**config.mk**
```make
export PLATFORM = sky130hd
export DESIGN_NAME = sram_1p
export DESIGN_NICKNAME = d
export VERILOG_FILES = /design/src/design/sram_1p.sv
export SDC_FILE = /design/constraint.sdc
export NUM_CORES = 2
export LEC_CHECK = 0
export BUFFER_PORTS_ARGS = -buffer_cell sky130_fd_sc_hd__buf_4
export CAP_MARGIN = 5
export CORE_ASPECT_RATIO = 1.25
export CORE_MARGIN = 2
export CORE_UTILIZATION = 37
export CTS_CLUSTER_DIAMETER = 30
export DETAILED_ROUTE_END_ITERATION = 8
export HOLD_SLACK_MARGIN = 0.12
export PLACE_DENSITY = 0.6
export SLEW_MARGIN = 20
export SYNTH_ARGS = -nofsm -noshare
export SYNTH_HDL_FRONTEND = slang
export SYNTH_SLANG_ARGS = --single-unit
```
**constraint.sdc**
```tcl
create_clock -name clk -period 8.5 [get_ports clk]
set_input_delay 0 -clock clk [delete_from_list [all_inputs] [get_ports clk]]
set_output_delay 0 -clock clk [all_outputs]
set_load 0.1 [all_outputs]
```
**src/design/sram_1p.sv**
```systemverilog
// Behavioral single-port RAM
// Chip and write enable, address registered on the edge, combinational read
// Payload type given as a type parameter

`timescale 1ns/1ns
`default_nettype none

module sram_1p #(
  parameter int  DEPTH     = 64,
  parameter type payload_t = logic [31:0]
) (
  input  wire logic                     clk,
  input  wire logic                     ce,
  input  wire logic                     we,
  input  wire logic [$clog2(DEPTH)-1:0] addr,
  input  wire payload_t                 din,
  output payload_t                      dout
);

  // Storage, no reset
  payload_t mem [DEPTH];

  // Address of the last enabled access
  logic [$clog2(DEPTH)-1:0] addr_q;

  // *********************************************************
  // Access
  // *********************************************************

  // Address only moves while the chip is enabled
  always_ff @(posedge clk) begin
    if (ce) begin
      addr_q <= addr;
    end
  end

  always_ff @(posedge clk) begin
    if (ce && we) begin
      mem[addr] <= din;
    end
  end

  // Read after the edge, from the latched address
  // A write shows its new data through the same address
  assign dout = mem[addr_q];

  // Callers hold we low whenever the chip is idle
  a_we_with_ce: assert property (@(posedge clk) we |-> ce);

endmodule

`default_nettype wire

```
==> flow_summary.yaml <==
clock_tree:
  cts_num_sinks: 2060
  cts_root_buf: "clkbuf_16"
  cts.path.max_buffers: 4
  cts_made_buffers: 297
  post-cts-setup-buffer-count: 0
  clk_latency_ns: 0.90
  cts_tree: "yes"
  path_clk_slew_ns: 0.06
  cts_resized: 0
  cts.htree.levels: 5
layout:
  drive_above_1_share: 0.3001
  postLayoutCellArea_mm2: 0.09305
  nets: 3882
  fillerInstances: 17830
  postLayoutCoreUtil: 0.4391
  syn2layout_area_growth_pct: 18.11
  regArea_mm2: 0.06182
  final_cells: 6837
  multi_input_area_mm2: 0.01613
synth:
  synth_common_cells: "edfxtp_1 (2054), mux4_2 (470), nand2_1 (110), nor2_1 (94), mux2i_1 (83)"
  synth-edff-count: 2054
  syn_avg_cell_area_um2: 22.41
  synth_area_leaders: "edfxtp_1 (78%), mux4_2 (13%), mux2i_1 (1.1%)"
  synthCells: 3516
  yosys.area.top_type_share: 0.7829
  synth.distinct_cells: 44
  ys_ff_latch: 2060
  yosysTopAreaCell: "edfxtp_1"
  ys_seq_area_frac: 0.7845
  syn_area_mm2: 0.07878
  yosysWarnings: 0
  ys.flop_type: "edfxtp_1"
  yosysMostFrequentCell: "edfxtp_1"
  async_reset_ff_frac: 0
  syn_nets: 3557
drt:
  drc: 0
  drtPass1Iterations: 5
  viasPerCell: 5.732
  drt_iter0_markers: 4767
  ant_nets: 0
  wirelength_mm: 220.7
  avgRoutedWirePerCell_um: 32.28
  via_count: 39190
global_route:
  use_met3: 0.03277
  first_global_vias: 39880
  grt_max_degree: 107
  antenna_found_initial: 15
  met2_usage: 0.3481
  use_met1: 0.2579
  grt.total_usage: 0.2024
  grt_pass1_wl_mm: 308.4
  overflow: 0
  grt.busiest_layer: "met2"
power:
  pwr-share-comb: 0.077
  cellPowerDensity_mw_per_mm2: 270.2
  leakage_uw: 0.02905
  pwr-share-clk: 0.476
  p_switching_uw: 5893
  irDropWorstVdd_v: 0.0001771
  seq_power_share: 0.448
  swShare: 0.2344
  p_int_uw: 19240
setup_path:
  worst-path-buf-inv: 3
  critPathLaunchType: "register"
  crit_slowest_cell: "buf_4"
  critPathMostFrequentCell: "buf_4"
  cp_cell_sequence: "buf_4 -> buf_4 -> mux4_2 -> nand2_1 -> nand4_1 -> nand2_1 -> a21oi_1 -> buf_4"
  cp_max_fo: 54
  end_kind: "output pin"
  worstPathArrival_ns: 5.35
  path_class: "register to output pin"
  path_depth: 8
  cpPeakStageDelay_ns: 0.83
  critPathTopFamily: "buffers and inverters"
  worstRegToRegCells: 2
  required_ns: 8.50
sta:
  max_freq_mhz: 186.8
  worst_pin_slew_ns: 1.085
  slew_headroom: 0.2737
  maxSlewViolCount: 0
  finalClockSkew_ns: 0.01153
  rsz0062_at_grt: "no"
  setup_viol_count_final: 0
  timing.final.ws_setup_ns: 3.148
  tns_ns: 0
  min_period_ns: 5.352
  fin_crit_sh: 0.6297
  final-hold-violation-count: 0
hold_path:
  worstHoldPathCells: 2
  hold_path_class: "input pin to register"
job:
  maxCapViolCount: 0
die:
  die_w_um: 416.7
  die_h_um: 519.9
  core-area_mm2: 0.2119
  die_area_mm2: 0.2166
  boundaryPins: 73
  num_rows: 189
  start_util: 0.3718
placed_design:
  gp_congestion: 0.7947
  port_buffers: 72
  post-place-ws_ns: 3.934
  dp.cells: 6264
  dpl_cell_area_mm2: 0.08289
  post-dp-hpwl_mm: 121.8
status:
  status: "finished clean"
layout make-up:
type                    count  area share
flip-flops and latches   2060      0.6643
clock buffers             334     0.08274
inverters                   3   0.0001210
clock inverters           186     0.02118
repair buffers            228     0.02087
multi-input cells        1251      0.1733
diodes                      6   0.0001614
well taps                2769     0.03723
worst reg2reg max path: stages, from the launching register on:
cell and delay [ns]:
edfxtp_1 0.32, inv_1 0.03, o21ai_0 0.66
kinds of logic (layout without fill, tap and decap cells):
kind of cell,after synthesis,count (layout),share of synthesized area
AOI/OAI and AO/OA,263,263,0.02441
other,0,6,0
muxes,582,582,0.1491
and+or+nand+nor,406,406,0.02479
DFF,2060,2060,0.7845
buffers and inverters,205,751,0.01726
per-stage QoR:
step / hold WS (ns) / power [µW]
after floorplan: 0.09887 / 12660
after global placement: 0.2613 / 13370
after detailed placement: 0.2626 / 13390
after CTS: 0.1399 / 25300
after global routing: 0.1828 / 25750
final: 0.1932 / 25140
cells in the final DEF, fill, tap and decap left out, types with 38 or more instances in the layout:
master / n
nand4_1: 55
buf_4: 172
mux4_2: 470
nand3_1: 68
o221ai_1: 48
inv_6: 38
nand2_1: 110
mux2i_1: 83
a22oi_1: 54
clkbuf_16: 303
nor2_4: 63
dlygate4sd3_1: 47
o22ai_1: 57
edfxtp_1: 2054
routing by layer:
| layer | part of all wire | vias to the layer above |
|---|---|---|
| met5 | 0.00038 | - |
| met4 | 0.038 | 14 |
| met3 | 0.071 | 371 |
| met2 | 0.51 | 1821 |
| met1 | 0.38 | 21300 |
| li1 | - | 15690 |
final timing paths:
kind / start / endpoint / slack, ns
setup / recovery: register / dout[3] / 3.15
hold / removal: din[10] / mem[49][10] / 0.19
setup reg to reg: addr_q[2] / register / 7.28
hold reg to reg: addr_q[0] / register / 0.47
registers in the layout, summed over array words and instances (netlist names), named ones only:
signal  count
addr_q      6
mem      2048
power by group through the flow:
stage | combinational (µW) | sequential (µW) | clock (µW)
finish | 1920 | 11300 | 12000
CTS | 1950 | 11300 | 12100
detailed placement | 1920 | 11500 | 0
global route | 2000 | 11300 | 12500
floorplan | 1220 | 11400 | 0
global placement | 1910 | 11500 | 0
repair_timing:
action	in CTS	in global routing
endpoints found under the setup margin	0	0
hold buffers	47	0
hold endpoints to repair	2373	0
(Power assumes the default switching activity.)
