[src/include/icache_defines.svh]
// Build-time sizes of the instruction cache
// Address width, set count, line length, beat width and memory delay bound

`ifndef ICACHE_DEFINES_SVH
`define ICACHE_DEFINES_SVH

`default_nettype none

// *********************************************************
// Geometry
// *********************************************************

// Byte address width on the core and the memory side
`define ICACHE_ADDR_W 32

// Direct-mapped, so one line per set
`define ICACHE_SETS 64

// Instruction words per line, a power of two
`define ICACHE_LINE_WORDS 4

// *********************************************************
// Memory port
// *********************************************************

// One instruction word per memory beat
`define ICACHE_WORD_W 32

// Longest delay in cycles from mem_req to the first beat
`define ICACHE_MEM_LAT_MAX 8

`default_nettype wire

`endif

[src/design/icache_addr_pkg.sv]
// Core-side address types of the instruction cache
// Tag, index and word offset fields, plus helpers that split a byte address

`include "icache_defines.svh"

`default_nettype none

package icache_addr_pkg;

  // Field widths, low to high: byte in word, word in line, index, tag
  localparam int ADDR_W   = `ICACHE_ADDR_W;
  localparam int BYTE_W   = $clog2(`ICACHE_WORD_W / 8);
  localparam int OFFSET_W = $clog2(`ICACHE_LINE_WORDS);
  localparam int INDEX_W  = $clog2(`ICACHE_SETS);
  localparam int TAG_W    = ADDR_W - INDEX_W - OFFSET_W - BYTE_W;

  typedef logic [ADDR_W-1:0]   addr_t;
  typedef logic [TAG_W-1:0]    tag_t;
  typedef logic [INDEX_W-1:0]  index_t;
  typedef logic [OFFSET_W-1:0] offset_t;

  // Upper bits, stored in the tag array
  function automatic tag_t addr_tag(addr_t a);
    return a[ADDR_W-1 -: TAG_W];
  endfunction

  // Selects the set
  function automatic index_t addr_index(addr_t a);
    return a[BYTE_W+OFFSET_W +: INDEX_W];
  endfunction

  // Word within the line
  function automatic offset_t addr_offset(addr_t a);
    return a[BYTE_W +: OFFSET_W];
  endfunction

  // First byte of the line, used as the memory fetch address
  function automatic addr_t line_base(addr_t a);
    return {a[ADDR_W-1:BYTE_W+OFFSET_W], {(BYTE_W + OFFSET_W){1'b0}}};
  endfunction

endpackage

`default_nettype wire

[src/design/icache_line_pkg.sv]
// Storage-side types of the instruction cache
// Instruction word and data-array address, which is index and word offset

`include "icache_defines.svh"

`default_nettype none

package icache_line_pkg;

  // One instruction, also one memory beat
  typedef logic [`ICACHE_WORD_W-1:0] word_t;

  // Data array holds every word of every line, index in the upper bits
  localparam int DARR_ADDR_W = icache_addr_pkg::INDEX_W + icache_addr_pkg::OFFSET_W;

  typedef logic [DARR_ADDR_W-1:0] darr_addr_t;

  // Word slot of a line in the data array
  function automatic darr_addr_t darr_addr(
    icache_addr_pkg::index_t  idx,
    icache_addr_pkg::offset_t off
  );
    return {idx, off};
  endfunction

endpackage

`default_nettype wire

[src/design/icache_lookup.sv]
// Stage 1 of the instruction cache
// Starts tag and data reads in the request cycle and registers the request

`timescale 1ns/1ns
`default_nettype none

module icache_lookup (
  input  wire logic                        clk,
  input  wire logic                        rst,
  input  wire logic                        req,
  input  wire icache_addr_pkg::addr_t      req_addr,
  input  wire logic                        busy,
  output logic                             tag_ce,
  output icache_addr_pkg::index_t          tag_addr,
  output logic                             data_ce,
  output icache_line_pkg::darr_addr_t      data_addr,
  output logic                             s1_valid,
  output icache_addr_pkg::addr_t           s1_addr
);

  // Fields of the incoming address
  icache_addr_pkg::index_t  req_index;
  icache_addr_pkg::offset_t req_offset;

  assign req_index  = icache_addr_pkg::addr_index(req_addr);
  assign req_offset = icache_addr_pkg::addr_offset(req_addr);

  // *********************************************************
  // Array reads
  // *********************************************************

  // Both arrays latch on the request edge, outputs settle in stage 2
  assign tag_ce    = req;
  assign tag_addr  = req_index;
  assign data_ce   = req;
  assign data_addr = icache_line_pkg::darr_addr(req_index, req_offset);

  // *********************************************************
  // Stage register
  // *********************************************************

  // Lines up with tag_dout and data_dout one edge later
  always_ff @(posedge clk) begin
    if (rst) begin
      s1_valid <= 1'b0;
    end else begin
      s1_valid <= req;
    end
  end

  // Address payload, held between requests
  always_ff @(posedge clk) begin
    if (req) begin
      s1_addr <= req_addr;
    end
  end

  // Core may only issue while the refill engine is idle
  a_no_req_when_busy: assert property (
    @(posedge clk) disable iff (rst) req |-> !busy
  );

endmodule

`default_nettype wire

[config.mk]
export PLATFORM = sky130hd
export DESIGN_NAME = icache_lookup
export DESIGN_NICKNAME = d
export VERILOG_FILES = /design/src/design/icache_addr_pkg.sv /design/src/design/icache_line_pkg.sv /design/src/design/icache_lookup.sv
export VERILOG_INCLUDE_DIRS = /design/src /design/src/include
export SDC_FILE = /design/constraint.sdc
export NUM_CORES = 1
export LEC_CHECK = 0
export ABC_AREA = 1
export BUFFER_PORTS_ARGS = -buffer_cell sky130_fd_sc_hd__buf_2
export CAP_MARGIN = 20
export CORE_MARGIN = 5
export CORE_UTILIZATION = 43
export CTS_BUF_LIST = sky130_fd_sc_hd__clkbuf_4 sky130_fd_sc_hd__clkbuf_8
export DETAILED_ROUTE_END_ITERATION = 16
export GPL_ROUTABILITY_DRIVEN = 0
export GPL_TIMING_DRIVEN = 1
export PLACE_DENSITY = 0.83
export SYNTH_ARGS = -nofsm -noshare
export SYNTH_HDL_FRONTEND = slang
export SYNTH_SLANG_ARGS = --single-unit
[constraint.sdc]
create_clock -name clk -period 0.8 [get_ports clk]
set_input_delay 0 -clock clk [delete_from_list [all_inputs] [get_ports clk]]
set_output_delay 0 -clock clk [all_outputs]
set_load 0.01 [all_outputs]
==> results.ini <==
[sta]
rsz0062_at_grt=yes
setup_tns_ps=-769
hold_viol=0
hold_ws_ps=131
slew_headroom_pct=88.2
fmax_mhz=1180
setup_viol=32
worstMarginPinSlew_ps=176
fin_ws_ps=-47.4
report.final.slew_viol_count=0
period_share_pct=106
finalWorstPathRequiredPeriod_ps=847

[clock_network]
clk_pin_slew_worst_paths_ps=80
cts.sinks=33
cts_buffers=5
cts_max_level=2
cts_root_buf=clkbuf_4
cts_tree=done
clk_path_buf_depth=2

[global_routing]
track_usage_pct=16.1
busiest_layer=met2
grt_pass1_vias=846
grt_pass1_wl_mm=4.08
grt_use_met2_pct=30.2
globalRoute.totalOverflow=0
grt_use_met3_pct=5.32
antenna_found_initial=0
grt_max_degree=36
use_met1_pct=15.7

[finish]
layout.cells.non_filler=186
antennaDiodeCount=0
final_common_cell=buf_2
nNetsFinal=192
final_cell_mix=buf_2 (76), dlygate4sd3_1 (33), edfxtp_1 (32), clkbuf_4 (6), buf_6 (4)
area_growth_pct=66.8
postLayoutCellArea_um2=1850
fillers=149
drive_gt1_share_pct=56.4
utilization_pct=74.8

[placed_design]
post_dp_cell_area_um2=1460
dp_slack_ps=171
place_hpwl_mm=1.95
port_buffers=83
dp.cells=149

[die]
die-area_um2=3700
start_util_pct=44.8
std_cell_rows=18
dieHeight_um=60.8
core_area_um2=2480
die_w_um=60.8
num_io_pins=85

[critical_path]
crit_slowest_cell=edfxtp_1
crit_path_end=s1_addr[16]
critPathKind=register to primary output
cp.required_ps=800
cp_cell_sequence=buf_2
cpPeakStageDelay_ps=390
critPathBufInv=1
path_depth=1
path_max_fanout=1
crit_path_start_kind=register
cp_data_arrival_time_ps=850
endpoint_kind=primary output
crit_start=s1_addr[16]$_DFFE_PP_
critPathTopFamily=flip-flops

[logic_synthesis]
avgSynthCellArea_um2=21.8
synthCells=51
netlist_area_um2=1110
ys_ff_latch=33
synth_cell_types=5
yosys_warnings=0
synth.yosys.seq_area_share_pct=88.3
synth_nets=87

[route]
drtIter0Drc=29
ant_nets=0
wirelength_mm=3.02
viasPerCell=4.39
wl_per_cell_um=16.2
vias=817
drc=0
drtPass1Iterations=4

[run_status]
failed_checks=setup timing
status=finished, violations left

[min_path]
hp-class=input port to register

[power_and_ir_drop]
cellLeakagePower_nw=0.829
power.density_nw_per_um2=1850
p_total_mw=3.44
peakVddDrop_mv=1.45

[run]
cap_violations=0

report_power, final:
| group | leakage (nW) | total [mW] | switching, mW | internal [mW] |
|---|---|---|---|---|
| clock | 0.0292 | 0.813 | 0.460 | 0.353 |
| combinational | 0.479 | 0.547 | 0.253 | 0.295 |
| sequential | 0.322 | 2.08 | 0.0349 | 2.04 |
| total | 0.829 | 3.44 | 0.748 | 2.69 |
timing repair:
action,4_1_cts,5_1_grt
endpoints found under the hold margin,33,0
hold buffers,33,0
gates resized for setup,0,4
endpoints found under the setup margin,32,40
buffers inserted,0,0
worst min-delay path, stage by stage:
cell	delay, ps
buf_2	110
buf_12	170
inv_1	80
nor2_2	30
cell type report:
class,instances,area (µm²),share of cell area [%]
inverters,1,3.75,0.203
well taps,30,37.5,2.03
clock buffers,6,45.0,2.43
flip-flops and latches,33,981,52.9
multi-input cells,1,6.26,0.338
clock inverters,1,3.75,0.203
repair buffers,114,776,41.9
synthesized netlist by cell type:
master	number	share of area [%]
buf_4	16	11
nor2_2	1	0.56
dfxtp_1	1	1.8
inv_1	1	0.34
edfxtp_1	32	86
worst min-delay path by stage:
stage	from	endpoint	slack, ps	cells after the start
final	req	s1_valid$_SDFF_PP0_	130	4
after detailed placement	rst	s1_valid$_SDFF_PP0_	170	2
after CTS	req	s1_valid$_SDFF_PP0_	110	4
after global placement	rst	s1_valid$_SDFF_PP0_	160	2
after floorplan	rst	s1_valid$_SDFF_PP0_	70	1
after global routing	req	s1_valid$_SDFF_PP0_	150	4
per-layer routing:
metal	up-vias	share of wire (%)	wire (µm)
li1	380	-	-
met1	371	35	1060
met2	60	50	1520
met3	6	13	384
met4	0	1.9	57
met5	-	0	0
logic make-up (layout without fill, tap and decap cells):
kind of cell  count (synthesis)  in the layout  share of synthesized area, %
flops                        33             33                          88.3
simple gates                  1              1                         0.563
buf+inv                      17            122                          11.1
registers in the layout, indices dropped and copies added (netlist names):
signal / cells
s1_valid: 1
s1_addr: 32
Note: power is estimated with default switching activity, not from simulation.
