### src/include/icache_defines.svh
// Build-time sizes of the instruction cache
// Address width, set count, line length, beat width and memory delay bound

`ifndef ICACHE_DEFINES_SVH
`define ICACHE_DEFINES_SVH

`default_nettype none

// *********************************************************
// Geometry
// *********************************************************

// Byte address width on the core and the memory side
`define ICACHE_ADDR_W 32

// Direct-mapped, so one line per set
`define ICACHE_SETS 64

// Instruction words per line, a power of two
`define ICACHE_LINE_WORDS 4

// *********************************************************
// Memory port
// *********************************************************

// One instruction word per memory beat
`define ICACHE_WORD_W 32

// Longest delay in cycles from mem_req to the first beat
`define ICACHE_MEM_LAT_MAX 8

`default_nettype wire

`endif

### src/design/icache_addr_pkg.sv
// Core-side address types of the instruction cache
// Tag, index and word offset fields, plus helpers that split a byte address

`include "icache_defines.svh"

`default_nettype none

package icache_addr_pkg;

  // Field widths, low to high: byte in word, word in line, index, tag
  localparam int ADDR_W   = `ICACHE_ADDR_W;
  localparam int BYTE_W   = $clog2(`ICACHE_WORD_W / 8);
  localparam int OFFSET_W = $clog2(`ICACHE_LINE_WORDS);
  localparam int INDEX_W  = $clog2(`ICACHE_SETS);
  localparam int TAG_W    = ADDR_W - INDEX_W - OFFSET_W - BYTE_W;

  typedef logic [ADDR_W-1:0]   addr_t;
  typedef logic [TAG_W-1:0]    tag_t;
  typedef logic [INDEX_W-1:0]  index_t;
  typedef logic [OFFSET_W-1:0] offset_t;

  // Upper bits, stored in the tag array
  function automatic tag_t addr_tag(addr_t a);
    return a[ADDR_W-1 -: TAG_W];
  endfunction

  // Selects the set
  function automatic index_t addr_index(addr_t a);
    return a[BYTE_W+OFFSET_W +: INDEX_W];
  endfunction

  // Word within the line
  function automatic offset_t addr_offset(addr_t a);
    return a[BYTE_W +: OFFSET_W];
  endfunction

  // First byte of the line, used as the memory fetch address
  function automatic addr_t line_base(addr_t a);
    return {a[ADDR_W-1:BYTE_W+OFFSET_W], {(BYTE_W + OFFSET_W){1'b0}}};
  endfunction

endpackage

`default_nettype wire

### src/design/icache_line_pkg.sv
// Storage-side types of the instruction cache
// Instruction word and data-array address, which is index and word offset

`include "icache_defines.svh"

`default_nettype none

package icache_line_pkg;

  // One instruction, also one memory beat
  typedef logic [`ICACHE_WORD_W-1:0] word_t;

  // Data array holds every word of every line, index in the upper bits
  localparam int DARR_ADDR_W = icache_addr_pkg::INDEX_W + icache_addr_pkg::OFFSET_W;

  typedef logic [DARR_ADDR_W-1:0] darr_addr_t;

  // Word slot of a line in the data array
  function automatic darr_addr_t darr_addr(
    icache_addr_pkg::index_t  idx,
    icache_addr_pkg::offset_t off
  );
    return {idx, off};
  endfunction

endpackage

`default_nettype wire

### src/design/icache_compare.sv
// Stage 2 of the instruction cache
// Tag and valid check, registered hit response or one-cycle miss pulse

`include "icache_defines.svh"

`timescale 1ns/1ns
`default_nettype none

module icache_compare (
  input  wire logic                      clk,
  input  wire logic                      rst,
  input  wire logic                      s1_valid,
  input  wire icache_addr_pkg::addr_t    s1_addr,
  input  wire icache_addr_pkg::tag_t     tag_dout,
  input  wire icache_line_pkg::word_t    data_dout,
  input  wire logic [`ICACHE_SETS-1:0]   valid_bits,
  output logic                           hit_valid,
  output icache_line_pkg::word_t         hit_data,
  output logic                           miss,
  output icache_addr_pkg::addr_t         miss_addr
);

  // Set and tag of the stage 1 request
  icache_addr_pkg::index_t s1_index;
  icache_addr_pkg::tag_t   s1_tag;

  logic line_valid;
  logic tag_match;
  logic hit;

  assign s1_index = icache_addr_pkg::addr_index(s1_addr);
  assign s1_tag   = icache_addr_pkg::addr_tag(s1_addr);

  // *********************************************************
  // Hit detect
  // *********************************************************

  // Valid bit first, so an unwritten tag never counts
  assign line_valid = valid_bits[s1_index];
  assign tag_match  = (tag_dout == s1_tag);
  assign hit        = s1_valid && line_valid && tag_match;

  // Response strobes
  always_ff @(posedge clk) begin
    if (rst) begin
      hit_valid <= 1'b0;
      miss      <= 1'b0;
    end else begin
      hit_valid <= hit;
      // Any request that does not hit goes to refill
      miss      <= s1_valid && !hit;
    end
  end

  // Payload registers
  always_ff @(posedge clk) begin
    if (hit) begin
      hit_data <= data_dout;
    end
    if (s1_valid) begin
      miss_addr <= s1_addr;
    end
  end

  // One answer per request
  a_hit_xor_miss: assert property (
    @(posedge clk) disable iff (rst) !(hit_valid && miss)
  );

endmodule

`default_nettype wire

### config.mk
export PLATFORM = sky130hd
export DESIGN_NAME = icache_compare
export DESIGN_NICKNAME = d
export VERILOG_FILES = /design/src/design/icache_addr_pkg.sv /design/src/design/icache_line_pkg.sv /design/src/design/icache_compare.sv
export VERILOG_INCLUDE_DIRS = /design/src /design/src/include
export SDC_FILE = /design/constraint.sdc
export NUM_CORES = 1
export LEC_CHECK = 0
export BUFFER_PORTS_ARGS = -buffer_cell sky130_fd_sc_hd__buf_2
export CORE_ASPECT_RATIO = 0.9
export CORE_MARGIN = 2
export CORE_UTILIZATION = 25
export DETAILED_ROUTE_END_ITERATION = 7
export GPL_TIMING_DRIVEN = 1
export HOLD_SLACK_MARGIN = 0.1
export SETUP_SLACK_MARGIN = 0.2
export SLEW_MARGIN = 20
export SYNTH_ARGS = -nofsm -noshare
export SYNTH_HDL_FRONTEND = slang
export SYNTH_SLANG_ARGS = --single-unit
export TNS_END_PERCENT = 10
### constraint.sdc
create_clock -name clk -period 2.55 [get_ports clk]
set_clock_uncertainty 0.05 [all_clocks]
set_input_delay 0.3825 -clock clk [delete_from_list [all_inputs] [get_ports clk]]
set_output_delay 0.3825 -clock clk [all_outputs]
set_load 0.005 [all_outputs]
==> reports/metrics.yaml, run 1 <==
outcome: "finished, final reports clean"
drc: 0
synth.area.mux_share_pct: 13.1
multi_input_area_um2: 786
clkSlewWorstSetupHoldPaths_ns: 0.06
place_congestion: 0.807
slew_violations: 0
end_kind: "flop"
mostFrequentLayoutCells: "buf_2, edfxtp_1, xnor2_1"
wl_per_cell_um: 14.5
htreeDepth: 3
yosysWarnings: 0
synthSimpleGateAreaFrac_pct: 6.04
rsz0062_at_grt: "no"
ys_ff_latch: 66
cts_made_buffers: 9
vdd_ir_drop_max_mv: 0.279
die-area_mm2: 0.0121
met3_usage_pct: 3.83
use_met2_pct: 22.0
min_path_cells: 1
area_growth_pct: 56.4
syn_nets: 304
critical-path-max-stage-delay_ns: 0.38
cts_setup_buffers: 0
dr.pass1.iters: 4
hp-start: "data_dout[13]"
synth_xor_area_share_pct: 6.84
synth_fa_ha_area_share_pct: 0
syn_area_mm2: 0.00282
synthCells: 151
clock-sinks: 66
grt_pass1_vias: 2264
worst_pin_slew_ns: 0.418
fp.dieW_um: 116
power.density_mw_per_mm2: 652
drtIter0Drc: 81
cts_tree: "done"
via_per_inst: 4.22
fin_util_pct: 40.4
overflow: 0
ios: 219
cp.required_ns: 2.57
layout-drive-gt1-share_pct: 66.6
slowest_stage: "mux2_2"
period_share_pct: 76.2
hold_violations: 0
cts_resized: 0
row_count: 36
drt.antenna.violating_nets: 0
core_area_mm2: 0.0109
root_buffer: "clkbuf_16"
cp_max_fo: 32
grt_pass1_wl_mm: 11.2
busiest_layer: "met2"
hpwl_mm: 6.42
yosysSeqAreaShare_pct: 69.6
ff_latch_area_mm2: 0.00196
final_common_cell: "buf_2"
critPathKind: "input port to flop"
synth_top_family_by_area: "multiplexers"
critPathLaunchType: "input port"
cp.arrival_ns: 1.96
postSynthAreaPerCell_um2: 18.7
yosys.cell_types.count: 24
portBuffers: 218
n_fill_cell: 1049
fin_tns_setup_ns: 0
die_h_um: 105
antenna_cells: 0
crit_chain: "buf_2 -> mux2_2 -> a221oi_1 -> nand3_1 -> nand4_1 -> nand2_2 -> buf_12"
holdPathEnd: "hit_data[13]"
drt-total-wl_mm: 7.73
met1_usage_pct: 13.5
nets: 531
max_clock_freq_mhz: 515
synth-compound-area-share_pct: 1.87
start_util_pct: 25.8
vias: 2258
track_usage_pct: 12.2
antenna_found_initial: 0
period_minus_slack_ns: 1.94
grt_max_degree: 34
cts_buffer_depth: 2
hold_class: "input port to flop"
p_leak_nw: 1.89
slew_headroom_pct: 72.1
setup_violations: 0
postCtsHoldBufs: 0
maxCapViolCount: 0
cells in the mapped netlist, drive strengths merged:
cell type	instances	area (um^2)
nand2	3	11.3
edfxtp	64	1920
buf	6	65.1
nor2b	4	25.0
nand4	9	56.3
clkbuf	1	3.75
nor4	1	6.26
nor3b	1	7.51
nor3	3	15.0
mux4	14	323
a221oi	2	17.5
dfxtp	2	40.0
mux2	4	45.0
inv	1	3.75
nor2	1	3.75
and4b	1	10.0
nand3	7	35.0
a22oi	4	30.0
a21oi	1	5.00
xnor2	22	193
area by class of cell:
| cell class | count | area share, % |
|---|---|---|
| flip-flops and latches | 66 | 44.5 |
| inverters | 1 | 0.0852 |
| well taps | 152 | 4.31 |
| repair buffers | 223 | 25.9 |
| multi-input cells | 77 | 17.8 |
| clock inverters | 7 | 2.27 |
| clock buffers | 9 | 5.11 |
where the power goes:
group	internal, W	total [W]	switching [W]
logic	0.000183	0.000311	0.000129
registers	0.00124	0.00125	0.00000910
clock network	0.000863	0.00132	0.000455
total	0.00228	0.00287	0.000592
how the worst max path moves through the flow:
| stage | from | endpoint | depth (start not counted) |
|---|---|---|---|
| after detailed placement | s1_addr[15] | hit_data[8] | 8 |
| after global routing | s1_addr[8] | hit_data[8] | 7 |
| after global placement | s1_addr[15] | hit_data[28] | 8 |
| after CTS | s1_addr[31] | hit_data[28] | 8 |
| final | s1_addr[8] | hit_data[28] | 7 |
| after floorplan | s1_addr[4] | hit_data[0] | 7 |
critical path, delay by kind of cell:
kind | cells | cell delay, ns
multiplexers | 1 | 0.38
buffers and inverters | 2 | 0.47
AND/OR/NAND/NOR | 3 | 0.37
AO/OA/AOI/OAI | 1 | 0.33
kinds of logic (layout without fill, tap and decap cells):
family,count (synthesis),after routing
compound gates,7,7
xor+xnor,22,22
buf+inv,8,240
flops,66,66
mux,18,18
simple gates,30,30
stage by stage:
| step | instances | area [um^2] | total power, W | hold slack (ns) | setup slack [ns] |
|---|---|---|---|---|---|
| after floorplan | 151 | 2820 | 0.00139 | 0.402 | 0.395 |
| after global placement | 519 | 4080 | 0.00158 | 0.510 | 0.274 |
| after detailed placement | 519 | 4080 | 0.00159 | 0.511 | 0.270 |
| after CTS | 535 | 4410 | 0.00293 | 0.171 | 0.600 |
| after global routing | 535 | 4410 | 0.00300 | 0.166 | 0.480 |
| final | 535 | 4410 | 0.00287 | 0.185 | 0.607 |
flip-flops by register name (all words and copies together) (netlist names):
register	flops
miss_addr	32
hit_data	32
hit_valid	1
miss	1
routing by layer:
layer  part of all wire [%]  wire [um]  vias up
li1                       -          -     1071
met1                     38       2960     1037
met2                     51       3950      145
met3                    9.8        759        5
met4                   0.89         69        0
met5                      0          0        -
No activity file was read; power rests on OpenSTA's default activity.
==> inputs of run 2 (changes only) <==
==> constraint.sdc (replaced) <==
create_clock -name clk -period 1.8 [get_ports clk]
set_clock_uncertainty 0.05 [all_clocks]
set_input_delay 0.27 -clock clk [delete_from_list [all_inputs] [get_ports clk]]
set_output_delay 0.27 -clock clk [all_outputs]
set_load 0.005 [all_outputs]
==> run 2 against run 1 <==
Sequential power is 41% higher. Setup slack got worse by 0.50 ns. Wire length rose by 18%. Worst hold slack worse by 0.070 ns. Critical endpoint is now miss.
==> reports/metrics.yaml, run 2 (synthesis results as in run 1) <==
outcome: "finished, final reports clean"
place_congestion: 0.766  # -5.1%
fp.dieW_um: 116  # unchanged
switching_share_pct: 21.0  # +0.36 points
drt-total-wl_mm: 9.09  # +18%
antenna_cells: 0  # unchanged
start_util_pct: 25.8  # unchanged
period_share_pct: 93.9
critPathKind: "input port to flop"
placed_area_mm2: 0.00423  # +3.6%
overflow: 0  # unchanged
cp.required_ns: 1.96  # -0.61 ns
fin_util_pct: 49.5  # +9.1 points
worst_pin_slew_ns: 0.437  # +0.0184 ns
grt_pass1_wl_mm: 12.9  # +15%
mostFrequentLayoutCells: "buf_2, edfxtp_1, dlygate4sd3_1"
cts_made_buffers: 9  # unchanged
die_h_um: 105  # unchanged
htreeDepth: 3  # unchanged
portBuffers: 218  # unchanged
cp.arrival_ns: 1.85  # -0.11 ns
setup_violations: 0  # unchanged
rsz0062_at_grt: "yes"
core_area_mm2: 0.0109  # unchanged
grt_pass1_vias: 2608  # +15%
hpwl_mm: 6.51  # +1.4%
clkSlewWorstSetupHoldPaths_ns: 0.06  # about the same
fin_ws_ns: 0.110  # -0.497 ns
power.share.clock_pct: 44.1  # -1.7 points
antenna_found_initial: 0  # unchanged
layout-drive-gt1-share_pct: 66.2  # -0.43 points
clock-sinks: 66  # unchanged
maxCapViolCount: 0  # unchanged
nets: 600  # +13%
combPwrFrac_pct: 14.7  # +3.9 points
critPathLaunchType: "input port"
slowest_stage: "nor4_2"
final_common_cell: "buf_2"
root_buffer: "clkbuf_16"
cts_tree: "done"
hold_class: "input port to flop"
p_switching_w: 0.000897  # +51%
track_usage_pct: 14.0  # +1.8 points
reg_top3: "hit_data x32, miss_addr x32"
hold_violations: 0  # unchanged
pre_cts_ws_ns: -0.325  # -0.594 ns
power.density_mw_per_mm2: 793  # +22%
crit_chain: "buf_2 -> xnor2_2 -> nand4_1 -> nor4_2 -> buf_4 -> nand4_1 -> buf_4 -> buf_6 -> buf_6 -> and4b_1"
via_per_inst: 4.21  # -0.24%
grt_max_degree: 34  # unchanged
drc: 0  # unchanged
drt.antenna.violating_nets: 0  # unchanged
row_count: 36  # unchanged
slew_headroom_pct: 70.9  # -1.2 points
end_kind: "flop"
total_power_w: 0.00428  # +49%
stdcell_area_mm2: 0.00540  # +22%
critical-path-max-stage-delay_ns: 0.28  # -0.10 ns
die-area_mm2: 0.0121  # unchanged
vias: 2543  # +13%
area_growth_pct: 91.6
ios: 219  # unchanged
whs_ns: 0.115  # -0.0701 ns
period_minus_slack_ns: 1.69
max_clock_freq_mhz: 592
dr.pass1.iters: 4  # unchanged
vdd_ir_drop_max_mv: 0.383  # +37%
cp_max_fo: 2  # -94%
seq_power_share_pct: 41.2  # -2.1 points
cts_buffer_depth: 2  # unchanged
internal_power_w: 0.00338  # +48%
p_leak_nw: 2.34  # +24%
drtIter0Drc: 96  # +19%
slew_violations: 0  # unchanged
wl_per_cell_um: 15.0  # +4.1%
-- run 2: cell count changes in the layout (fill, tap and decap cells not counted), sizes merged --
cell	before	now
clkbuf	9	10
dlygate4sd3	0	46
buf	223	245
clkinv	3	4
inv	3	2
-- run 2: timing repair --
| action | in CTS | in global routing |
|---|---|---|
| cloned | 1 | 1 |
| hold endpoints to repair | 46 | 0 |
| setup endpoints to repair | 32 | 34 |
| gates resized for setup | 15 | 40 |
| buffers inserted | 4 | 2 |
| hold buffers | 46 | 0 |
| pin swaps | 9 | 20 |
-- run 2: worst max-delay path, delay by kind of cell --
| family | cells | cell delay [ns] |
|---|---|---|
| AND/OR/NAND/NOR | 4 | 0.74 |
| buffers and inverters | 5 | 0.70 |
| XOR/XNOR | 1 | 0.14 |
-- run 2: final timing paths --
path	endpoint	slack [ns]	startpoint	depth (start not counted)
worst min-delay path	miss_addr[15]	0.11	s1_addr[15]	1
worst max-delay path	miss	0.11	s1_addr[21]	10
-- run 2: per-stage QoR --
step / cells / TNS, ns
final: 604 / 0
after global routing: 604 / 0
after CTS: 601 / 0
after detailed placement: 534 / -10.43
after global placement: 534 / -10.35
after floorplan: 151 / -2.50
-- run 2: layout make-up --
| type | instances | area (um^2) |
|---|---|---|
| timing repair buffer | 292 | 1990 |
| fill | 962 | 5500 |
| sequential | 66 | 1960 |
| clock buffer | 9 | 225 |
| inverter | 1 | 3.75 |
| multi-input combinational | 77 | 926 |
| tap | 152 | 190 |
| clock inverter | 7 | 103 |
-- run 2: metal layers --
metal / vias to the layer above / wire [um] / global-route usage, % / part of all wire, %
met4: 0 / 130 / 5.70 / 1.4
met5: - / 0 / 0 / 0
li1: 1208 / - / - / -
met2: 130 / 4850 / 25.8 / 53
met3: 10 / 633 / 1.91 / 7.0
met1: 1195 / 3480 / 16.1 / 38
-- run 2: power by group through the flow --
stage	sequential [W]	combinational [W]	clock [W]
floorplan	0.00181	0.000170	0
global placement	0.00179	0.000469	0
detailed placement	0.00180	0.000477	0
CTS	0.00176	0.000571	0.00194
global route	0.00177	0.000683	0.00201
finish	0.00176	0.000629	0.00189
