File: src/include/icache_defines.svh
// Build-time sizes of the instruction cache
// Address width, set count, line length, beat width and memory delay bound

`ifndef ICACHE_DEFINES_SVH
`define ICACHE_DEFINES_SVH

`default_nettype none

// *********************************************************
// Geometry
// *********************************************************

// Byte address width on the core and the memory side
`define ICACHE_ADDR_W 32

// Direct-mapped, so one line per set
`define ICACHE_SETS 64

// Instruction words per line, a power of two
`define ICACHE_LINE_WORDS 4

// *********************************************************
// Memory port
// *********************************************************

// One instruction word per memory beat
`define ICACHE_WORD_W 32

// Longest delay in cycles from mem_req to the first beat
`define ICACHE_MEM_LAT_MAX 8

`default_nettype wire

`endif

File: src/design/icache_addr_pkg.sv
// Core-side address types of the instruction cache
// Tag, index and word offset fields, plus helpers that split a byte address

`include "icache_defines.svh"

`default_nettype none

package icache_addr_pkg;

  // Field widths, low to high: byte in word, word in line, index, tag
  localparam int ADDR_W   = `ICACHE_ADDR_W;
  localparam int BYTE_W   = $clog2(`ICACHE_WORD_W / 8);
  localparam int OFFSET_W = $clog2(`ICACHE_LINE_WORDS);
  localparam int INDEX_W  = $clog2(`ICACHE_SETS);
  localparam int TAG_W    = ADDR_W - INDEX_W - OFFSET_W - BYTE_W;

  typedef logic [ADDR_W-1:0]   addr_t;
  typedef logic [TAG_W-1:0]    tag_t;
  typedef logic [INDEX_W-1:0]  index_t;
  typedef logic [OFFSET_W-1:0] offset_t;

  // Upper bits, stored in the tag array
  function automatic tag_t addr_tag(addr_t a);
    return a[ADDR_W-1 -: TAG_W];
  endfunction

  // Selects the set
  function automatic index_t addr_index(addr_t a);
    return a[BYTE_W+OFFSET_W +: INDEX_W];
  endfunction

  // Word within the line
  function automatic offset_t addr_offset(addr_t a);
    return a[BYTE_W +: OFFSET_W];
  endfunction

  // First byte of the line, used as the memory fetch address
  function automatic addr_t line_base(addr_t a);
    return {a[ADDR_W-1:BYTE_W+OFFSET_W], {(BYTE_W + OFFSET_W){1'b0}}};
  endfunction

endpackage

`default_nettype wire

File: src/design/icache_line_pkg.sv
// Storage-side types of the instruction cache
// Instruction word and data-array address, which is index and word offset

`include "icache_defines.svh"

`default_nettype none

package icache_line_pkg;

  // One instruction, also one memory beat
  typedef logic [`ICACHE_WORD_W-1:0] word_t;

  // Data array holds every word of every line, index in the upper bits
  localparam int DARR_ADDR_W = icache_addr_pkg::INDEX_W + icache_addr_pkg::OFFSET_W;

  typedef logic [DARR_ADDR_W-1:0] darr_addr_t;

  // Word slot of a line in the data array
  function automatic darr_addr_t darr_addr(
    icache_addr_pkg::index_t  idx,
    icache_addr_pkg::offset_t off
  );
    return {idx, off};
  endfunction

endpackage

`default_nettype wire

File: src/design/icache_refill.sv
// Miss handler of the instruction cache
// Line fetch FSM, array writes, requested-word capture and the valid vector

`include "icache_defines.svh"

`timescale 1ns/1ns
`default_nettype none

module icache_refill (
  input  wire logic                      clk,
  input  wire logic                      rst,
  input  wire logic                      miss,
  input  wire icache_addr_pkg::addr_t    miss_addr,
  input  wire logic                      flush,
  input  wire logic                      mem_valid,
  input  wire icache_line_pkg::word_t    mem_data,
  output logic                           mem_req,
  output icache_addr_pkg::addr_t         mem_addr,
  output logic                           busy,
  output logic                           wr_ce,
  output logic                           wr_we,
  output icache_addr_pkg::index_t        wr_tag_addr,
  output icache_addr_pkg::tag_t          wr_tag,
  output icache_line_pkg::darr_addr_t    wr_data_addr,
  output icache_line_pkg::word_t         wr_data,
  output logic [`ICACHE_SETS-1:0]        valid_bits,
  output logic                           fill_valid,
  output icache_line_pkg::word_t         fill_data
);

  typedef enum logic [1:0] {
    ST_IDLE,
    ST_REQ,
    ST_FILL
  } state_t;

  state_t state;

  // Line being fetched and the word the core asked for
  icache_addr_pkg::addr_t   line_q;
  icache_addr_pkg::offset_t want_q;
  // Offset of the next beat
  icache_addr_pkg::offset_t beat_q;

  logic beat;
  logic last_beat;

  // Beats only count once the request has gone out
  assign beat      = (state == ST_FILL) && mem_valid;
  assign last_beat = beat && (beat_q == '1);

  // *********************************************************
  // Outputs
  // *********************************************************

  assign busy     = (state != ST_IDLE);
  assign mem_req  = (state == ST_REQ);
  assign mem_addr = line_q;

  // Each beat writes its word and the line tag
  // The line stays invalid until the last beat sets its bit
  assign wr_ce        = beat;
  assign wr_we        = beat;
  assign wr_tag_addr  = icache_addr_pkg::addr_index(line_q);
  assign wr_tag       = icache_addr_pkg::addr_tag(line_q);
  assign wr_data_addr = icache_line_pkg::darr_addr(wr_tag_addr, beat_q);
  assign wr_data      = mem_data;

  // *********************************************************
  // FSM
  // *********************************************************

  always_ff @(posedge clk) begin
    if (rst) begin
      state      <= ST_IDLE;
      beat_q     <= '0;
      valid_bits <= '0;
      fill_valid <= 1'b0;
    end else begin
      // Response goes out with busy falling
      fill_valid <= last_beat;
      case (state)
        ST_IDLE: begin
          // Flush only acts between refills
          if (flush) begin
            valid_bits <= '0;
          end
          if (miss) begin
            state <= ST_REQ;
          end
        end
        ST_REQ: begin
          // mem_req is high for this one cycle
          beat_q <= '0;
          state  <= ST_FILL;
        end
        ST_FILL: begin
          if (beat) begin
            beat_q <= beat_q + 1'b1;
          end
          if (last_beat) begin
            valid_bits[wr_tag_addr] <= 1'b1;
            state                   <= ST_IDLE;
          end
        end
        default: begin
          state <= ST_IDLE;
        end
      endcase
    end
  end

  // *********************************************************
  // Miss capture
  // *********************************************************

  always_ff @(posedge clk) begin
    if (miss && (state == ST_IDLE)) begin
      line_q <= icache_addr_pkg::line_base(miss_addr);
      want_q <= icache_addr_pkg::addr_offset(miss_addr);
    end
    // Keep the requested word as it streams past
    if (beat && (beat_q == want_q)) begin
      fill_data <= mem_data;
    end
  end

  // Memory only answers a request already sent
  a_beat_in_fill: assert property (
    @(posedge clk) disable iff (rst) mem_valid |-> (state == ST_FILL)
  );

endmodule

`default_nettype wire

File: config.mk
export PLATFORM = sky130hd
export DESIGN_NAME = icache_refill
export DESIGN_NICKNAME = d
export VERILOG_FILES = /design/src/design/icache_addr_pkg.sv /design/src/design/icache_line_pkg.sv /design/src/design/icache_refill.sv
export VERILOG_INCLUDE_DIRS = /design/src /design/src/include
export SDC_FILE = /design/constraint.sdc
export NUM_CORES = 1
export LEC_CHECK = 0
export CELL_PAD_IN_SITES_DETAIL_PLACEMENT = 1
export CELL_PAD_IN_SITES_GLOBAL_PLACEMENT = 1
export CORE_MARGIN = 1.5
export CORE_UTILIZATION = 23
export DETAILED_ROUTE_END_ITERATION = 12
export DONT_BUFFER_PORTS = 1
export GPL_ROUTABILITY_DRIVEN = 0
export PLACE_DENSITY = 0.46
export RECOVER_POWER = 25
export SLEW_MARGIN = 0
export SYNTH_ARGS = -nofsm -noshare
export SYNTH_HDL_FRONTEND = slang
export SYNTH_SLANG_ARGS = --single-unit
File: constraint.sdc
create_clock -name clk -period 7.7 [get_ports clk]
set_input_delay 0 -clock clk [delete_from_list [all_inputs] [get_ports clk]]
set_output_delay 0 -clock clk [all_outputs]
set_load 0.03 [all_outputs]
==> results.cfg, run 1 <==
[detailed_routing]
first_iter_violations = 149
wl_um = 15400
routedWlPerCell_um = 21.3
vias_per_cell = 4.33
num_vias = 3133
ant_nets = 0
route.detailed.drc = 0
dr.pass1.iters = 4

[power]
vdd.ir_drop.worst_v = 0.000109
leakage_nw = 2.02
p_per_area_nw_per_um2 = 268

[hold_path]
hold_class = in -> out
hold_path_startpoint = mem_data[6]
hold_depth = 0
min_to = wr_data[6]

[synth]
synth_xor_area_share_pct = 0.326
synth_cell_types = 35
synth_top_flop_cell = dfxtp_1
syn_avg_cell_area_um2 = 13.2
synthMuxAreaShare_pct = 0
ys_seq_elements = 131
synth_simple_gate_area_share_pct = 4.45
synth-compound-area-share_pct = 21.2
ys_warn_count = 0
synth_async_sr_flop_share_pct = 0
synth_area_um2 = 5370
ys_seq_area_share_pct = 60.3
synth_top_family_by_area = compound AO/OA/AOI/OAI gates
synth-edff-count = 62
synthCells = 406
synth_fa_ha_area_share_pct = 0.233

[cts]
numCtsBuffers = 17
cts_tree = yes
clockRootBuffer = clkbuf_16
cts_buffer_depth = 2
htree_levels = 4
clk_pin_slew_ps = 70
post_cts_resized = 0
clock_latency_ps = 420
clock_sinks = 131
cts_setup_buffers = 0

[floorplan]
die_width_um = 156
core_um2 = 22800
fp.dieArea_um2 = 24300
start_util_pct = 23.6
core.rowCount = 55
io_pins = 270
die_h_um = 156

[sta]
clock.fmax_ghz = 0.418
rsz0062_at_grt = no
tightest_slew_ps = 1100
tns_ps = 0
relSlewSlack_pct = 26.6
maxSlewViolCount = 0
holdWs_ps = 0.00779
layout_min_cycle_time_ps = 2390
skew_ps = 11.8
report.final.hold_viol_count = 0
setup_viol = 0
finalCritPeriodShare_pct = 31.1

[setup_path]
cp_data_arrival_time_ps = 2750
endpoint_kind = flop
r2r_cells = 3
cp_slowest_stage_delay_ps = 1070
reg2reg_setup_slack_ps = 5310
regToRegEndpoint = valid_bits[57]
critPathKind = reg -> reg
rr_startpoint = mem_addr[7]
path_cells = nand4b_1, a211oi_1, o21a_1
cpMaxStageDelayCell = edfxtp_1
start_kind = flop
cp_max_fo = 11
worstPathRequired_ps = 8050

[finish]
layout.nets = 468
fill_cells = 2454
final_cell_mix = dfxtp_1, dlygate4sd3_1, o21a_1, edfxtp_1, a211oi_1
register_area_um2 = 3240
drive_above_1_share_pct = 19.5
diodes = 0
multiInputGateArea_um2 = 1440
final_common_cell = dfxtp_1
area_growth_pct = 18.8

[global_routing]
grt_overflow = 0
grt_pass1_vias = 3291
gr-usage-all-layers_pct = 12.8
grt_first_pass_wirelength_um = 22100
antenna_found_initial = 0
grt_max_degree = 65

[placement]
port-buffer-count = 0
post-dp-hpwl_um = 9560

[run_status]
outcome = finished clean

[job]
maxCapViolations = 0
worst max path at each step:
stage / start / endpoint / slack [ps] / cells after the start
finish: mem_addr[7] / valid_bits[57] / 5310 / 3
global route: mem_addr[7] / valid_bits[57] / 5090 / 3
CTS: mem_addr[7] / valid_bits[56] / 5220 / 3
detailed placement: mem_addr[7] / valid_bits[60] / 5260 / 3
global placement: mem_addr[7] / valid_bits[62] / 5290 / 3
floorplan: state[0] / fill_data[0] / 4300 / 3
worst max-delay path: cells and delay by family (launching register included):
kind	cells	cell delay (ps)
AOI/OAI and AO/OA	2	590
DFF	1	1070
and+or+nand+nor	1	660
state kept, by name, summed over array words and instances (netlist names):
name and count:
state 2, mem_addr 28, beat_q 2, fill_valid 1, valid_bits 64, fill_data 32, want_q 2
cell families after synthesis:
logic type / count (synthesis)
buffers and inverters: 108
and+or+nand+nor: 31
DFF: 131
AOI/OAI and AO/OA: 132
other: 1
xor gates and xnor gates: 2
adders and majority gates: 1
cells in the mapped netlist (3+ instances only):
cell type	instances	share of area, %
buf_1	4	0.28
nand3_1	3	0.28
a211oi_1	33	4.6
buf_2	16	1.5
or3b_1	3	0.49
dfxtp_1	69	26
edfxtp_1	62	35
o21a_1	64	8.9
nand3b_1	5	0.70
a21oi_1	3	0.28
nand4bb_1	3	0.63
buf_6	3	0.63
buf_4	72	10
a211oi_2	31	7.2
clkbuf_1	10	0.70
cell type report:
type / count / area share (%)
multi-input cells: 170 / 22.5
clock inverters: 15 / 2.31
inverters: 3 / 0.176
clock buffers: 17 / 6.66
flip-flops and latches: 131 / 50.8
repair buffers: 75 / 11.4
well taps: 313 / 6.13
power by group:
group          internal, W  total (W)  switching [W]  leakage (nW)
clock network     0.000453   0.000797       0.000343         0.278
logic            0.0000361   0.000114      0.0000779         0.614
registers         0.000748   0.000799      0.0000512          1.13
total              0.00124    0.00171       0.000472          2.02
per-stage QoR:
stage               total power (W)  std cells  area, µm²  worst slack (ps)  utilization (%)
detailed placement         0.000904        627       5160              5260             22.7
finish                      0.00171        724       6380              5310             28.0
CTS                         0.00175        724       6380              5220             28.0
global placement           0.000903        627       5160              5290             22.7
floorplan                  0.000926        409       5390              4300                -
global route                0.00178        724       6380              5090             28.0
routing by layer:
| metal | global-route usage, % | routed length [µm] | share of wire, % |
|---|---|---|---|
| met1 | 16.2 | 6780 | 44 |
| met2 | 20.0 | 7510 | 49 |
| met3 | 4.64 | 975 | 6.3 |
| met4 | 4.35 | 138 | 0.90 |
| met5 | 0 | 0 | 0 |
repair_timing:
| action | in CTS | in global routing |
|---|---|---|
| hold endpoints to repair | 70 | 0 |
| hold buffers | 65 | 0 |
| setup endpoints to repair | 0 | 0 |
(Power assumes the default switching activity.)
==> run 2, diff against run 1 <==
--- a/config.mk
+++ b/config.mk
@@ -13,7 +13,7 @@
 export DETAILED_ROUTE_END_ITERATION = 12
 export DONT_BUFFER_PORTS = 1
 export GPL_ROUTABILITY_DRIVEN = 0
-export PLACE_DENSITY = 0.46
+export PLACE_DENSITY = 0.47
 export RECOVER_POWER = 25
 export SLEW_MARGIN = 0
 export SYNTH_ARGS = -nofsm -noshare
==> constraint.sdc (replaced) <==
create_clock -name clk -period 2.2 [get_ports clk]
set_input_delay 0 -clock clk [delete_from_list [all_inputs] [get_ports clk]]
set_output_delay 0 -clock clk [all_outputs]
set_load 0.03 [all_outputs]
==> run 2 against run 1 <==
Effect of this change:
- first-iteration DRC count grew 14%
- critical path depth grew 2
- sequential cell count is the same
- combinational power grew to 3.7 times the previous value
- clock power grew to 3.5 times the previous value
- largest cell class unchanged
==> results.cfg, run 2 (synthesis results as in run 1) <==
[cts]
cts_setup_buffers = 0
cts_tree = yes
numCtsBuffers = 17
htree_levels = 4
post_cts_resized = 0
cts_buffer_depth = 2
cts_hold_buf = 66
clk_pin_slew_ps = 60
clock_sinks = 131
clockRootBuffer = clkbuf_16
clock_latency_ps = 410

[detailed_routing]
route.detailed.drc = 0
first_iter_violations = 170
wl_um = 15500
routedWlPerCell_um = 21.0
ant_nets = 0
dr.pass1.iters = 4
num_vias = 3202
vias_per_cell = 4.33

[power]
p_int_w = 0.00446
switchingPower_w = 0.00158
power_switching_share_pct = 26.2
p_clk_share_pct = 46.5
pwr-share-comb_pct = 7.1
vdd.ir_drop.worst_v = 0.000401
sequentialPowerShare_pct = 46.4
leakage_nw = 2.12
p_per_area_nw_per_um2 = 918

[sta]
layout_min_cycle_time_ps = 1940
clock.fmax_ghz = 0.515
finalCritPeriodShare_pct = 88.3
tns_ps = 0
tightest_slew_ps = 664
skew_ps = 7.30
rsz0062_at_grt = no
maxSlewViolCount = 0
report.final.hold_viol_count = 0
setup_viol = 0
relSlewSlack_pct = 55.8

[floorplan]
die_width_um = 156
start_util_pct = 23.6
die_h_um = 156
core.rowCount = 55
fp.dieArea_um2 = 24300
io_pins = 270
core_um2 = 22800

[finish]
final_cell_mix = dfxtp_1, dlygate4sd3_1, o21a_1, edfxtp_1, a211oi_1
final_common_cell = dfxtp_1
drive_above_1_share_pct = 21.6
diodes = 0
design_area_um2 = 6580
regMostFlops = valid_bits
layout.nets = 483
fill_cells = 2443
largest_reg_flops = 64
area_growth_pct = 22.4

[setup_path]
start_kind = flop
rr_startpoint = beat_q[1]
path_cells = ha_1, nand3_2, buf_12, a211oi_1, o21a_1
cp_slowest_stage_delay_ps = 480
regToRegEndpoint = valid_bits[60]
cp_data_arrival_time_ps = 2290
cp_max_fo = 23
endpoint_kind = flop
critPathTopFamily = simple AND/OR/NAND/NOR gates
critPathBufInv = 1
reg2reg_setup_slack_ps = 260
worstPathRequired_ps = 2550
r2r_cells = 5
critPathKind = reg -> reg
cpMaxStageDelayCell = nand3_2

[run_status]
outcome = finished clean

[global_routing]
grt_pass1_vias = 3564
antenna_found_initial = 0
gr-usage-all-layers_pct = 13.0
grt_first_pass_wirelength_um = 23000
grt_max_degree = 65
grt_overflow = 0

[placement]
post-dp-hpwl_um = 10400
place_area_um2 = 5330
port-buffer-count = 0

[hold_path]
hold_depth = 0
hold_path_startpoint = mem_data[24]
hold_class = in -> out
min_to = wr_data[24]

[job]
maxCapViolations = 0
## run 2: changes by cell type in the layout (fill, tap and decap cells not counted), sizes merged
cell	delta
buf	+14
clkinv	-1
bufinv	+1
dlygate4sd3	+1
inv	-2
clkbuf	+2
## run 2: worst max-delay path by stage
| stage | from | end | slack, ps | cells after the start |
|---|---|---|---|---|
| global route | beat_q[0] | valid_bits[60] | 90 | 5 |
| finish | beat_q[1] | valid_bits[60] | 260 | 5 |
| detailed placement | beat_q[1] | valid_bits[60] | 230 | 5 |
| global placement | beat_q[0] | valid_bits[27] | 310 | 5 |
| floorplan | state[0] | fill_data[0] | 210 | 3 |
| CTS | beat_q[1] | valid_bits[60] | 210 | 5 |
## run 2: power by group through the flow
| stage | sequential (W) | combinational (W) | clock [W] |
|---|---|---|---|
| 2_1_floorplan | 0.00279 | 0.000450 | 0 |
| 4_1_cts | 0.00280 | 0.000434 | 0.00293 |
| 3_5_place_dp | 0.00286 | 0.000334 | 0 |
| 5_1_grt | 0.00281 | 0.000459 | 0.00301 |
| 3_3_place_gp | 0.00286 | 0.000326 | 0 |
| 6_report | 0.00280 | 0.000426 | 0.00281 |
## run 2: final cells by class
cell class | instances | area [µm²] | share of cell area [%]
tap | 313 | 392 | 5.95
sequential | 131 | 3240 | 49.3
clock buffer | 19 | 433 | 6.58
timing repair buffer | 90 | 903 | 13.7
inverter | 3 | 11.3 | 0.171
clock inverter | 13 | 150 | 2.28
multi-input combinational | 170 | 1450 | 22.0
## run 2: metal layers
| layer | up-vias | track usage [%] | part of all wire [%] |
|---|---|---|---|
| met5 | - | 0 | 0 |
| li1 | 1441 | - | - |
| met1 | 1630 | 16.5 | 45 |
| met3 | 13 | 4.31 | 5.8 |
| met4 | 0 | 4.49 | 1.3 |
| met2 | 118 | 20.6 | 48 |
## run 2: metrics by stage
step | hold WS, ps | utilization [%] | setup slack (ps) | cells | power [W]
after floorplan | 69.1 | - | 206 | 409 | 0.00324
after global placement | 0.216 | 23.4 | 313 | 641 | 0.00318
after detailed placement | 0.214 | 23.4 | 229 | 641 | 0.00319
after CTS | 0.213 | 28.9 | 206 | 739 | 0.00617
after global routing | 0.0538 | 28.9 | 91.5 | 739 | 0.00628
final | 0.00780 | 28.9 | 257 | 739 | 0.00604
